===== config.mk =====
export PLATFORM = sky130hd
export DESIGN_NAME = cache_axi_bridge
export DESIGN_NICKNAME = d
export VERILOG_FILES = /design/src/design/bridge_pkg.sv /design/src/design/read_req_arbiter.sv /design/src/design/write_channel_ctrl.sv /design/src/design/read_return_demux.sv /design/src/design/cache_axi_bridge.sv
export SDC_FILE = /design/constraint.sdc
export NUM_CORES = 1
export LEC_CHECK = 0
export ABC_AREA = 1
export BUFFER_PORTS_ARGS = -buffer_cell sky130_fd_sc_hd__buf_2
export CAP_MARGIN = 20
export CORE_AREA = 5 5 147 149
export CTS_CLUSTER_DIAMETER = 100
export DETAILED_ROUTE_END_ITERATION = 8
export DIE_AREA = 0 0 152 154
export PLACE_DENSITY = 0.59
export RECOVER_POWER = 50
export SYNTH_ARGS = -nofsm -noshare
export SYNTH_HDL_FRONTEND = slang
export SYNTH_HIERARCHICAL = 1
export SYNTH_SLANG_ARGS = --single-unit
export TNS_END_PERCENT = 20

===== constraint.sdc =====
create_clock -name aclk -period 5.9 [get_ports aclk]
set_input_delay 0.295 -clock aclk [delete_from_list [all_inputs] [get_ports aclk]]
set_output_delay 0.295 -clock aclk [all_outputs]
set_load 0.05 [all_outputs]

===== src/design/bridge_pkg.sv =====
package bridge_pkg;

    ////////////////////////////////////////////////////////////////////////////
    // FSM encodings
    ////////////////////////////////////////////////////////////////////////////

    // read address channel
    typedef enum logic {
        AR_IDLE, // waiting for a cache read
        AR_SEND  // arvalid up, holding payload
    } ar_state_e;

    // write address, data and response, one write at a time
    typedef enum logic [2:0] {
        W_IDLE,      // wr_rdy high
        W_SEND_BOTH, // aw and w both pending
        W_SEND_ADDR, // w done, aw still pending
        W_SEND_DATA, // aw done, w still pending
        W_WAIT_RESP  // both done, bready up
    } w_state_e;

    ////////////////////////////////////////////////////////////////////////////
    // cache request types
    ////////////////////////////////////////////////////////////////////////////

    // byte/half/word match the axi size code, line is a burst
    typedef enum logic [2:0] {
        RD_BYTE = 3'd0,
        RD_HALF = 3'd1,
        RD_WORD = 3'd2,
        RD_LINE = 3'd4
    } rd_type_e;

    ////////////////////////////////////////////////////////////////////////////
    // axi encodings
    ////////////////////////////////////////////////////////////////////////////

    localparam int unsigned ID_ICACHE = 0; // instruction fetch
    localparam int unsigned ID_DCACHE = 1; // data access

    localparam logic [2:0] SIZE_WORD = 3'd2; // 4 bytes per beat

endpackage


===== src/design/read_req_arbiter.sv =====
`timescale 1ns/10ps

module read_req_arbiter #(
    parameter int ADDR_W     = 32,
    parameter int ID_W       = 4,
    parameter int LINE_BEATS = 4,
    parameter int OUTST_W    = 2
) (
    input  logic                 aclk,
    input  logic                 aresetn,
    // instruction cache
    input  logic                 icache_rd_req,
    input  bridge_pkg::rd_type_e icache_rd_type,
    input  logic [ADDR_W-1:0]    icache_rd_addr,
    output logic                 icache_rd_rdy,
    // data cache
    input  logic                 dcache_rd_req,
    input  bridge_pkg::rd_type_e dcache_rd_type,
    input  logic [ADDR_W-1:0]    dcache_rd_addr,
    output logic                 dcache_rd_rdy,
    // ar channel
    output logic [ID_W-1:0]      arid,
    output logic [ADDR_W-1:0]    araddr,
    output logic [7:0]           arlen,
    output logic [2:0]           arsize,
    output logic                 arvalid,
    input  logic                 arready,
    // r channel, observed only
    input  logic                 rvalid,
    input  logic                 rready,
    input  logic                 rlast,
    // from the write side
    input  logic                 write_pending,
    input  logic [ADDR_W-1:0]    write_addr,
    output logic                 read_outstanding
);
    import bridge_pkg::*;

    ar_state_e          ar_state;
    logic [OUTST_W-1:0] rd_cnt;     // reads in flight
    logic [ADDR_W-1:0]  grant_addr;
    rd_type_e           grant_type;
    logic               raw_hazard;
    logic               cnt_full;
    logic               accept;
    logic               ar_hs;
    logic               r_done;

    ////////////////////////////////////////////////////////////////////////////
    // grant, dcache first
    ////////////////////////////////////////////////////////////////////////////

    assign grant_addr = dcache_rd_req ? dcache_rd_addr : icache_rd_addr;
    assign grant_type = dcache_rd_req ? dcache_rd_type : icache_rd_type;

    // read to a write still in flight must wait for bresp
    assign raw_hazard = write_pending && (grant_addr == write_addr);
    assign cnt_full   = &rd_cnt;

    // dcache read only when the return path is empty
    assign dcache_rd_rdy = (ar_state == AR_IDLE) && !raw_hazard && (rd_cnt == '0);
    assign icache_rd_rdy = (ar_state == AR_IDLE) && !dcache_rd_req && !raw_hazard
                           && !cnt_full;

    assign accept = (dcache_rd_req && dcache_rd_rdy) || (icache_rd_req && icache_rd_rdy);
    assign ar_hs  = arvalid && arready;
    assign r_done = rvalid && rready && rlast;   // one read retired

    ////////////////////////////////////////////////////////////////////////////
    // ar fsm and payload
    ////////////////////////////////////////////////////////////////////////////

    always_ff @(posedge aclk) begin
        if (!aresetn) begin
            ar_state <= AR_IDLE;
        end else if (ar_state == AR_IDLE && accept) begin
            ar_state <= AR_SEND;
        end else if (ar_state == AR_SEND && arready) begin
            ar_state <= AR_IDLE;                 // back to idle right after handshake
        end
    end

    assign arvalid = (ar_state == AR_SEND);

    // payload only loads in idle, so it holds while arvalid waits
    always_ff @(posedge aclk) begin
        if (accept) begin
            arid   <= dcache_rd_req ? ID_W'(ID_DCACHE) : ID_W'(ID_ICACHE);
            araddr <= grant_addr;
            arlen  <= (grant_type == RD_LINE) ? 8'(LINE_BEATS - 1) : 8'd0;
            arsize <= SIZE_WORD;
        end
    end

    ////////////////////////////////////////////////////////////////////////////
    // outstanding reads
    ////////////////////////////////////////////////////////////////////////////

    always_ff @(posedge aclk) begin
        if (!aresetn) begin
            rd_cnt <= '0;
        end else if (ar_hs && !r_done) begin
            rd_cnt <= rd_cnt + 1'b1;
        end else if (r_done && !ar_hs) begin
            rd_cnt <= rd_cnt - 1'b1;
        end                                      // both at once, no change
    end

    assign read_outstanding = |rd_cnt;

    a_ar_stable: assert property (@(posedge aclk) disable iff (!aresetn)
        arvalid && !arready |=> arvalid && $stable(araddr) && $stable(arid)
                                && $stable(arlen));

    a_cnt_no_wrap: assert property (@(posedge aclk) disable iff (!aresetn)
        !(cnt_full && ar_hs && !r_done) && !((rd_cnt == '0) && r_done && !ar_hs));

endmodule


===== src/design/write_channel_ctrl.sv =====
`timescale 1ns/10ps

module write_channel_ctrl #(
    parameter int ADDR_W = 32,
    parameter int DATA_W = 32
) (
    input  logic                 aclk,
    input  logic                 aresetn,
    // data cache write
    input  logic                 dcache_wr_req,
    input  bridge_pkg::rd_type_e dcache_wr_type,
    input  logic [ADDR_W-1:0]    dcache_wr_addr,
    input  logic [DATA_W/8-1:0]  dcache_wr_wstrb,
    input  logic [DATA_W-1:0]    dcache_wr_data,
    output logic                 dcache_wr_rdy,
    // aw channel
    output logic [ADDR_W-1:0]    awaddr,
    output logic [2:0]           awsize,
    output logic                 awvalid,
    input  logic                 awready,
    // w channel
    output logic [DATA_W-1:0]    wdata,
    output logic [DATA_W/8-1:0]  wstrb,
    output logic                 wvalid,
    input  logic                 wready,
    // b channel
    input  logic                 bvalid,
    output logic                 bready,
    // to the read side for the hazard check
    output logic                 write_pending,
    output logic [ADDR_W-1:0]    write_addr
);
    import bridge_pkg::*;

    w_state_e w_state;
    w_state_e w_next;
    logic     aw_hs;
    logic     w_hs;

    assign aw_hs = awvalid && awready;
    assign w_hs  = wvalid && wready;

    ////////////////////////////////////////////////////////////////////////////
    // write fsm
    ////////////////////////////////////////////////////////////////////////////

    always_comb begin
        w_next = w_state;
        case (w_state)
            W_IDLE: begin
                if (dcache_wr_req) w_next = W_SEND_BOTH;
            end
            W_SEND_BOTH: begin                   // aw and w in either order
                if (aw_hs && w_hs)
                    w_next = W_WAIT_RESP;
                else if (aw_hs)
                    w_next = W_SEND_DATA;
                else if (w_hs)
                    w_next = W_SEND_ADDR;
            end
            W_SEND_ADDR: begin
                if (aw_hs) w_next = W_WAIT_RESP;
            end
            W_SEND_DATA: begin
                if (w_hs) w_next = W_WAIT_RESP;
            end
            W_WAIT_RESP: begin
                if (bvalid) w_next = W_IDLE;     // bready is up in this state
            end
            default: w_next = W_IDLE;
        endcase
    end

    always_ff @(posedge aclk) begin
        if (!aresetn) begin
            w_state <= W_IDLE;
        end else begin
            w_state <= w_next;
        end
    end

    // latch the write on acceptance, held until the next one
    always_ff @(posedge aclk) begin
        if (dcache_wr_req && dcache_wr_rdy) begin
            awaddr <= dcache_wr_addr;
            awsize <= dcache_wr_type;            // byte/half/word match axi size
            wdata  <= dcache_wr_data;
            wstrb  <= dcache_wr_wstrb;
        end
    end

    assign dcache_wr_rdy = (w_state == W_IDLE);
    assign awvalid       = (w_state == W_SEND_BOTH) || (w_state == W_SEND_ADDR);
    assign wvalid        = (w_state == W_SEND_BOTH) || (w_state == W_SEND_DATA);
    assign bready        = (w_state == W_WAIT_RESP);

    // busy from acceptance until bresp
    assign write_pending = (w_state != W_IDLE);
    assign write_addr    = awaddr;

    // bready only comes up right after the second of the aw and w handshakes
    a_bready_after_aw_w: assert property (@(posedge aclk) disable iff (!aresetn)
        $rose(bready) |-> $past(aw_hs || w_hs));

    a_w_stable: assert property (@(posedge aclk) disable iff (!aresetn)
        wvalid && !wready |=> wvalid && $stable(wdata) && $stable(wstrb));

endmodule


===== src/design/read_return_demux.sv =====
`timescale 1ns/10ps

module read_return_demux #(
    parameter int DATA_W = 32,
    parameter int ID_W   = 4
) (
    input  logic              aclk,
    input  logic              aresetn,
    input  logic              read_outstanding,
    // r channel
    input  logic              rvalid,
    input  logic [ID_W-1:0]   rid,
    input  logic [DATA_W-1:0] rdata,
    input  logic              rlast,
    output logic              rready,
    // instruction cache return
    output logic              icache_ret_valid,
    output logic              icache_ret_last,
    output logic [DATA_W-1:0] icache_ret_data,
    // data cache return
    output logic              dcache_ret_valid,
    output logic              dcache_ret_last,
    output logic [DATA_W-1:0] dcache_ret_data
);
    import bridge_pkg::*;

    logic              r_hs;
    logic [DATA_W-1:0] beat_data;   // last accepted beat
    logic              beat_last;

    assign rready = read_outstanding;   // only take beats we asked for
    assign r_hs   = rvalid && rready;

    // beat capture
    always_ff @(posedge aclk) begin
        if (r_hs) begin
            beat_data <= rdata;
            beat_last <= rlast;
        end
    end

    // one-cycle pulse, steered by id
    always_ff @(posedge aclk) begin
        if (!aresetn) begin
            icache_ret_valid <= 1'b0;
            dcache_ret_valid <= 1'b0;
        end else begin
            icache_ret_valid <= r_hs && (rid == ID_W'(ID_ICACHE));
            dcache_ret_valid <= r_hs && (rid == ID_W'(ID_DCACHE));
        end
    end

    assign icache_ret_data = beat_data;
    assign dcache_ret_data = beat_data;
    assign icache_ret_last = beat_last && icache_ret_valid;
    assign dcache_ret_last = beat_last && dcache_ret_valid;

    a_ret_onehot: assert property (@(posedge aclk) disable iff (!aresetn)
        !(icache_ret_valid && dcache_ret_valid));

endmodule


===== src/design/cache_axi_bridge.sv =====
`timescale 1ns/10ps

module cache_axi_bridge #(
    parameter int ADDR_W     = 32,
    parameter int DATA_W     = 32,
    parameter int ID_W       = 4,
    parameter int LINE_BEATS = 4,
    parameter int OUTST_W    = 2
) (
    input  logic                 aclk,
    input  logic                 aresetn,
    // instruction cache
    input  logic                 icache_rd_req,
    input  bridge_pkg::rd_type_e icache_rd_type,
    input  logic [ADDR_W-1:0]    icache_rd_addr,
    output logic                 icache_rd_rdy,
    output logic                 icache_ret_valid,
    output logic                 icache_ret_last,
    output logic [DATA_W-1:0]    icache_ret_data,
    // data cache
    input  logic                 dcache_rd_req,
    input  bridge_pkg::rd_type_e dcache_rd_type,
    input  logic [ADDR_W-1:0]    dcache_rd_addr,
    output logic                 dcache_rd_rdy,
    output logic                 dcache_ret_valid,
    output logic                 dcache_ret_last,
    output logic [DATA_W-1:0]    dcache_ret_data,
    input  logic                 dcache_wr_req,
    input  bridge_pkg::rd_type_e dcache_wr_type,
    input  logic [ADDR_W-1:0]    dcache_wr_addr,
    input  logic [DATA_W/8-1:0]  dcache_wr_wstrb,
    input  logic [DATA_W-1:0]    dcache_wr_data,
    output logic                 dcache_wr_rdy,
    // axi ar
    output logic [ID_W-1:0]      arid,
    output logic [ADDR_W-1:0]    araddr,
    output logic [7:0]           arlen,
    output logic [2:0]           arsize,
    output logic                 arvalid,
    input  logic                 arready,
    // axi r
    input  logic [ID_W-1:0]      rid,
    input  logic [DATA_W-1:0]    rdata,
    input  logic                 rlast,
    input  logic                 rvalid,
    output logic                 rready,
    // axi aw / w / b
    output logic [ADDR_W-1:0]    awaddr,
    output logic [2:0]           awsize,
    output logic                 awvalid,
    input  logic                 awready,
    output logic [DATA_W-1:0]    wdata,
    output logic [DATA_W/8-1:0]  wstrb,
    output logic                 wvalid,
    input  logic                 wready,
    input  logic                 bvalid,
    output logic                 bready
);

    logic              write_pending;     // write in flight, for raw check
    logic [ADDR_W-1:0] write_addr;
    logic              read_outstanding;

    read_req_arbiter #(
        .ADDR_W(ADDR_W), .ID_W(ID_W), .LINE_BEATS(LINE_BEATS), .OUTST_W(OUTST_W)
    ) u_read_req_arbiter (
        .aclk(aclk), .aresetn(aresetn),
        .icache_rd_req(icache_rd_req), .icache_rd_type(icache_rd_type),
        .icache_rd_addr(icache_rd_addr), .icache_rd_rdy(icache_rd_rdy),
        .dcache_rd_req(dcache_rd_req), .dcache_rd_type(dcache_rd_type),
        .dcache_rd_addr(dcache_rd_addr), .dcache_rd_rdy(dcache_rd_rdy),
        .arid(arid), .araddr(araddr), .arlen(arlen), .arsize(arsize),
        .arvalid(arvalid), .arready(arready),
        .rvalid(rvalid), .rready(rready), .rlast(rlast),
        .write_pending(write_pending), .write_addr(write_addr),
        .read_outstanding(read_outstanding)
    );

    write_channel_ctrl #(
        .ADDR_W(ADDR_W), .DATA_W(DATA_W)
    ) u_write_channel_ctrl (
        .aclk(aclk), .aresetn(aresetn),
        .dcache_wr_req(dcache_wr_req), .dcache_wr_type(dcache_wr_type),
        .dcache_wr_addr(dcache_wr_addr), .dcache_wr_wstrb(dcache_wr_wstrb),
        .dcache_wr_data(dcache_wr_data), .dcache_wr_rdy(dcache_wr_rdy),
        .awaddr(awaddr), .awsize(awsize), .awvalid(awvalid), .awready(awready),
        .wdata(wdata), .wstrb(wstrb), .wvalid(wvalid), .wready(wready),
        .bvalid(bvalid), .bready(bready),
        .write_pending(write_pending), .write_addr(write_addr)
    );

    read_return_demux #(
        .DATA_W(DATA_W), .ID_W(ID_W)
    ) u_read_return_demux (
        .aclk(aclk), .aresetn(aresetn),
        .read_outstanding(read_outstanding),
        .rvalid(rvalid), .rid(rid), .rdata(rdata), .rlast(rlast), .rready(rready),
        .icache_ret_valid(icache_ret_valid), .icache_ret_last(icache_ret_last),
        .icache_ret_data(icache_ret_data),
        .dcache_ret_valid(dcache_ret_valid), .dcache_ret_last(dcache_ret_last),
        .dcache_ret_data(dcache_ret_data)
    );

endmodule


==> impl_metrics.json <==
{
  "wl_um": 19000,
  "cap_violations": 0,
  "drt-wirelength-per-cell_um": 16.4,
  "leakage_nw": 3.85,
  "synth.largest_area_cell": "edfxtp_1",
  "drt_first_pass_iters": 4,
  "numCtsBuffers": 17,
  "peakVddDrop_mv": 0.193,
  "diodes": 0,
  "synthTopCellsByArea": "edfxtp_1 64%, buf_4 9.3%, nand2_1 8.7%",
  "h-tree-depth": 4,
  "fin_skew_ns": 0.0115,
  "postCtsSetupRepairBufs": 0,
  "grt_pass1_vias": 5025,
  "pin_count": 382,
  "synthTopCellsByCount": "149 x nand2_1, 138 x edfxtp_1, 80 x buf_4",
  "gp_congestion": 0.775,
  "vias_per_cell": 4.20,
  "die_x_um": 152,
  "path_common_cell": "nand2_1",
  "ys.flop_type": "edfxtp_1",
  "dieArea_sq_um": 23400,
  "regToRegSetupSlack_ns": 3.26,
  "drcViolationCount": 0,
  "hold_viol": 0,
  "area_growth_pct": 31.2,
  "design_area_sq_um": 8460,
  "finalNetCount": 1066,
  "cp_cell_sequence": "buf_2 -> buf_4 -> clkinvlp_2 -> nand2_1 -> nand2_1 -> nand2_1 -> nand4_1 -> nor2_1 -> nand2_1 -> nor2_1 -> nand2_1 -> nand4_1 -> nand2_2",
  "clock-sinks": 146,
  "synthArstFlopShare_pct": 0,
  "syn_area_per_cell_sq_um": 11.4,
  "cp_slowest_stage_delay_ns": 1.18,
  "ys.warnings.count": 6,
  "path_class": "in2reg",
  "die_h_um": 154,
  "ctsResizeCount": 0,
  "maxSlewHeadroom_pct": 12.7,
  "vias": 4869,
  "clk_pin_slew_ns": 0.07,
  "drv_slew": 0,
  "antenna_found_initial": 1,
  "layout_min_cycle_time_ns": 3.86,
  "hpwl_um": 15200,
  "hp-class": "in2reg",
  "worst_pin_slew_ns": 1.30,
  "period_share_pct": 65.4,
  "cts_hold_buf": 0,
  "layout-drive-gt1-share_pct": 36.4,
  "crit_fanout": 47,
  "fmax_ghz": 0.259,
  "overflow": 0,
  "clk_latency_ns": 0.42,
  "finalSetupTns_ns": 0,
  "setup_violations": 0,
  "start_util_pct": 32.2,
  "yosys_register_bits": 146,
  "cp_slowest_cell": "clkinvlp_2",
  "cts_tree": "built",
  "critPathTopFamily": "simple AND/OR/NAND/NOR gates",
  "cp_data_required_time_ns": 5.85,
  "dr.first_iter.drc_count": 223,
  "coreArea_sq_um": 20000,
  "place_area_sq_um": 8010,
  "crit_arrival_ns": 3.81,
  "clockBufferDepth": 2,
  "netlist_area_sq_um": 6450,
  "rows": 52,
  "synth_top_area_share_pct": 64.3,
  "synth_cells": 564,
  "port_buffers": 369,
  "synth-edff-count": 138,
  "ys_types": 27,
  "ys_seq_area_share_pct": 66.8,
  "root_buffer": "clkbuf_16",
  "setup_ws_ns": 2.04,
  "post-synth-top-count-cell": "nand2_1",
  "grt_max_degree": 72,
  "grt_usage_pct": 15.8,
  "ant_nets": 0,
  "grt_pass1_wl_um": 28300,
  "rsz0062_at_grt": "no",
  "dp_slack_ns": 2.69,
  "start_kind": "primary input",
  "critical_path_buf_inv_count": 3,
  "endpoint_kind": "flop",
  "status": "finished, final reports clean",
  "p_per_area_nw_per_um2": 462
}
[sequential cells by signal, summed over array words and instances (netlist names), 2 cells and up]
name,flops
u_write_channel_ctrl/w_state,3
u_write_channel_ctrl/wdata,32
u_read_req_arbiter/araddr,32
u_write_channel_ctrl/awsize,3
u_read_return_demux/dcache_ret_data,32
u_write_channel_ctrl/wstrb,4
u_read_req_arbiter/rd_cnt,2
u_write_channel_ctrl/awaddr,32
[power by group]
group / switching (mW) / internal, mW
registers: 0.0941 / 1.39
clock network: 0.462 / 0.637
logic: 1.09 / 0.235
total: 1.65 / 2.26
[per-layer routing]
metal / GRT usage (%) / share of wire, % / vias to the layer above
li1: - / - / 2408
met1: 17.0 / 37 / 2177
met2: 27.5 / 51 / 256
met3: 7.48 / 10 / 26
met4: 5.01 / 1.9 / 2
met5: 0 / 0.068 / -
[area by class of cell]
cell class	instances	area, sq um
Fill cell	2028	11600
Sequential cell	146	4300
Timing Repair Buffer	371	1740
Multi-Input combinational cell	283	1260
Clock buffer	18	429
Tap cell	270	338
Inverter	58	219
Clock inverter	14	169
[worst paths after layout]
kind / startpoint / end / cells after the start
worst max-delay path: dcache_rd_req / u_read_req_arbiter/araddr[7] / 13
worst min-delay path: rdata[3] / u_read_return_demux/dcache_ret_data[3] / 1
worst max register to register: u_write_channel_ctrl/w_state[0] / u_read_req_arbiter/araddr[7] / 11
worst min register to register: u_read_req_arbiter/rd_cnt[1] / u_read_req_arbiter/rd_cnt[1] / 2
[placed cells by master, fill, tap and decap left out, types with 6 or more instances in the layout]
master,netlist,routed
nand4_1,11,11
o21ai_0,8,12
edfxtp_1,138,138
dfxtp_1,8,8
nand3_1,32,32
clkbuf_1,0,98
conb_1,2,12
buf_2,0,272
nand2_2,10,8
nand2_1,149,151
inv_1,55,55
clkbuf_16,0,17
nor2_1,31,31
a21oi_1,6,6
[cell families after synthesis]
group	after synthesis	synth area share (%)
flops	146	66.8
simple gates	248	16.8
fa+ha+maj	1	0.194
xor+xnor	2	0.272
buf+inv	145	14.0
compound gates	20	1.86
other cells	2	0.117
[through the flow]
step | hold slack (ns) | power [mW] | util (%) | cells
after floorplan | 0.394 | 2.62 | - | 574
after global placement | 0.470 | 2.88 | 40.0 | 1128
after detailed placement | 0.473 | 2.88 | 40.0 | 1128
after CTS | 0.0214 | 4.00 | 43.0 | 1160
after global routing | 0.0179 | 4.10 | 42.2 | 1160
final | 0.0453 | 3.91 | 42.2 | 1160
No activity file was read; power rests on OpenSTA's default activity.
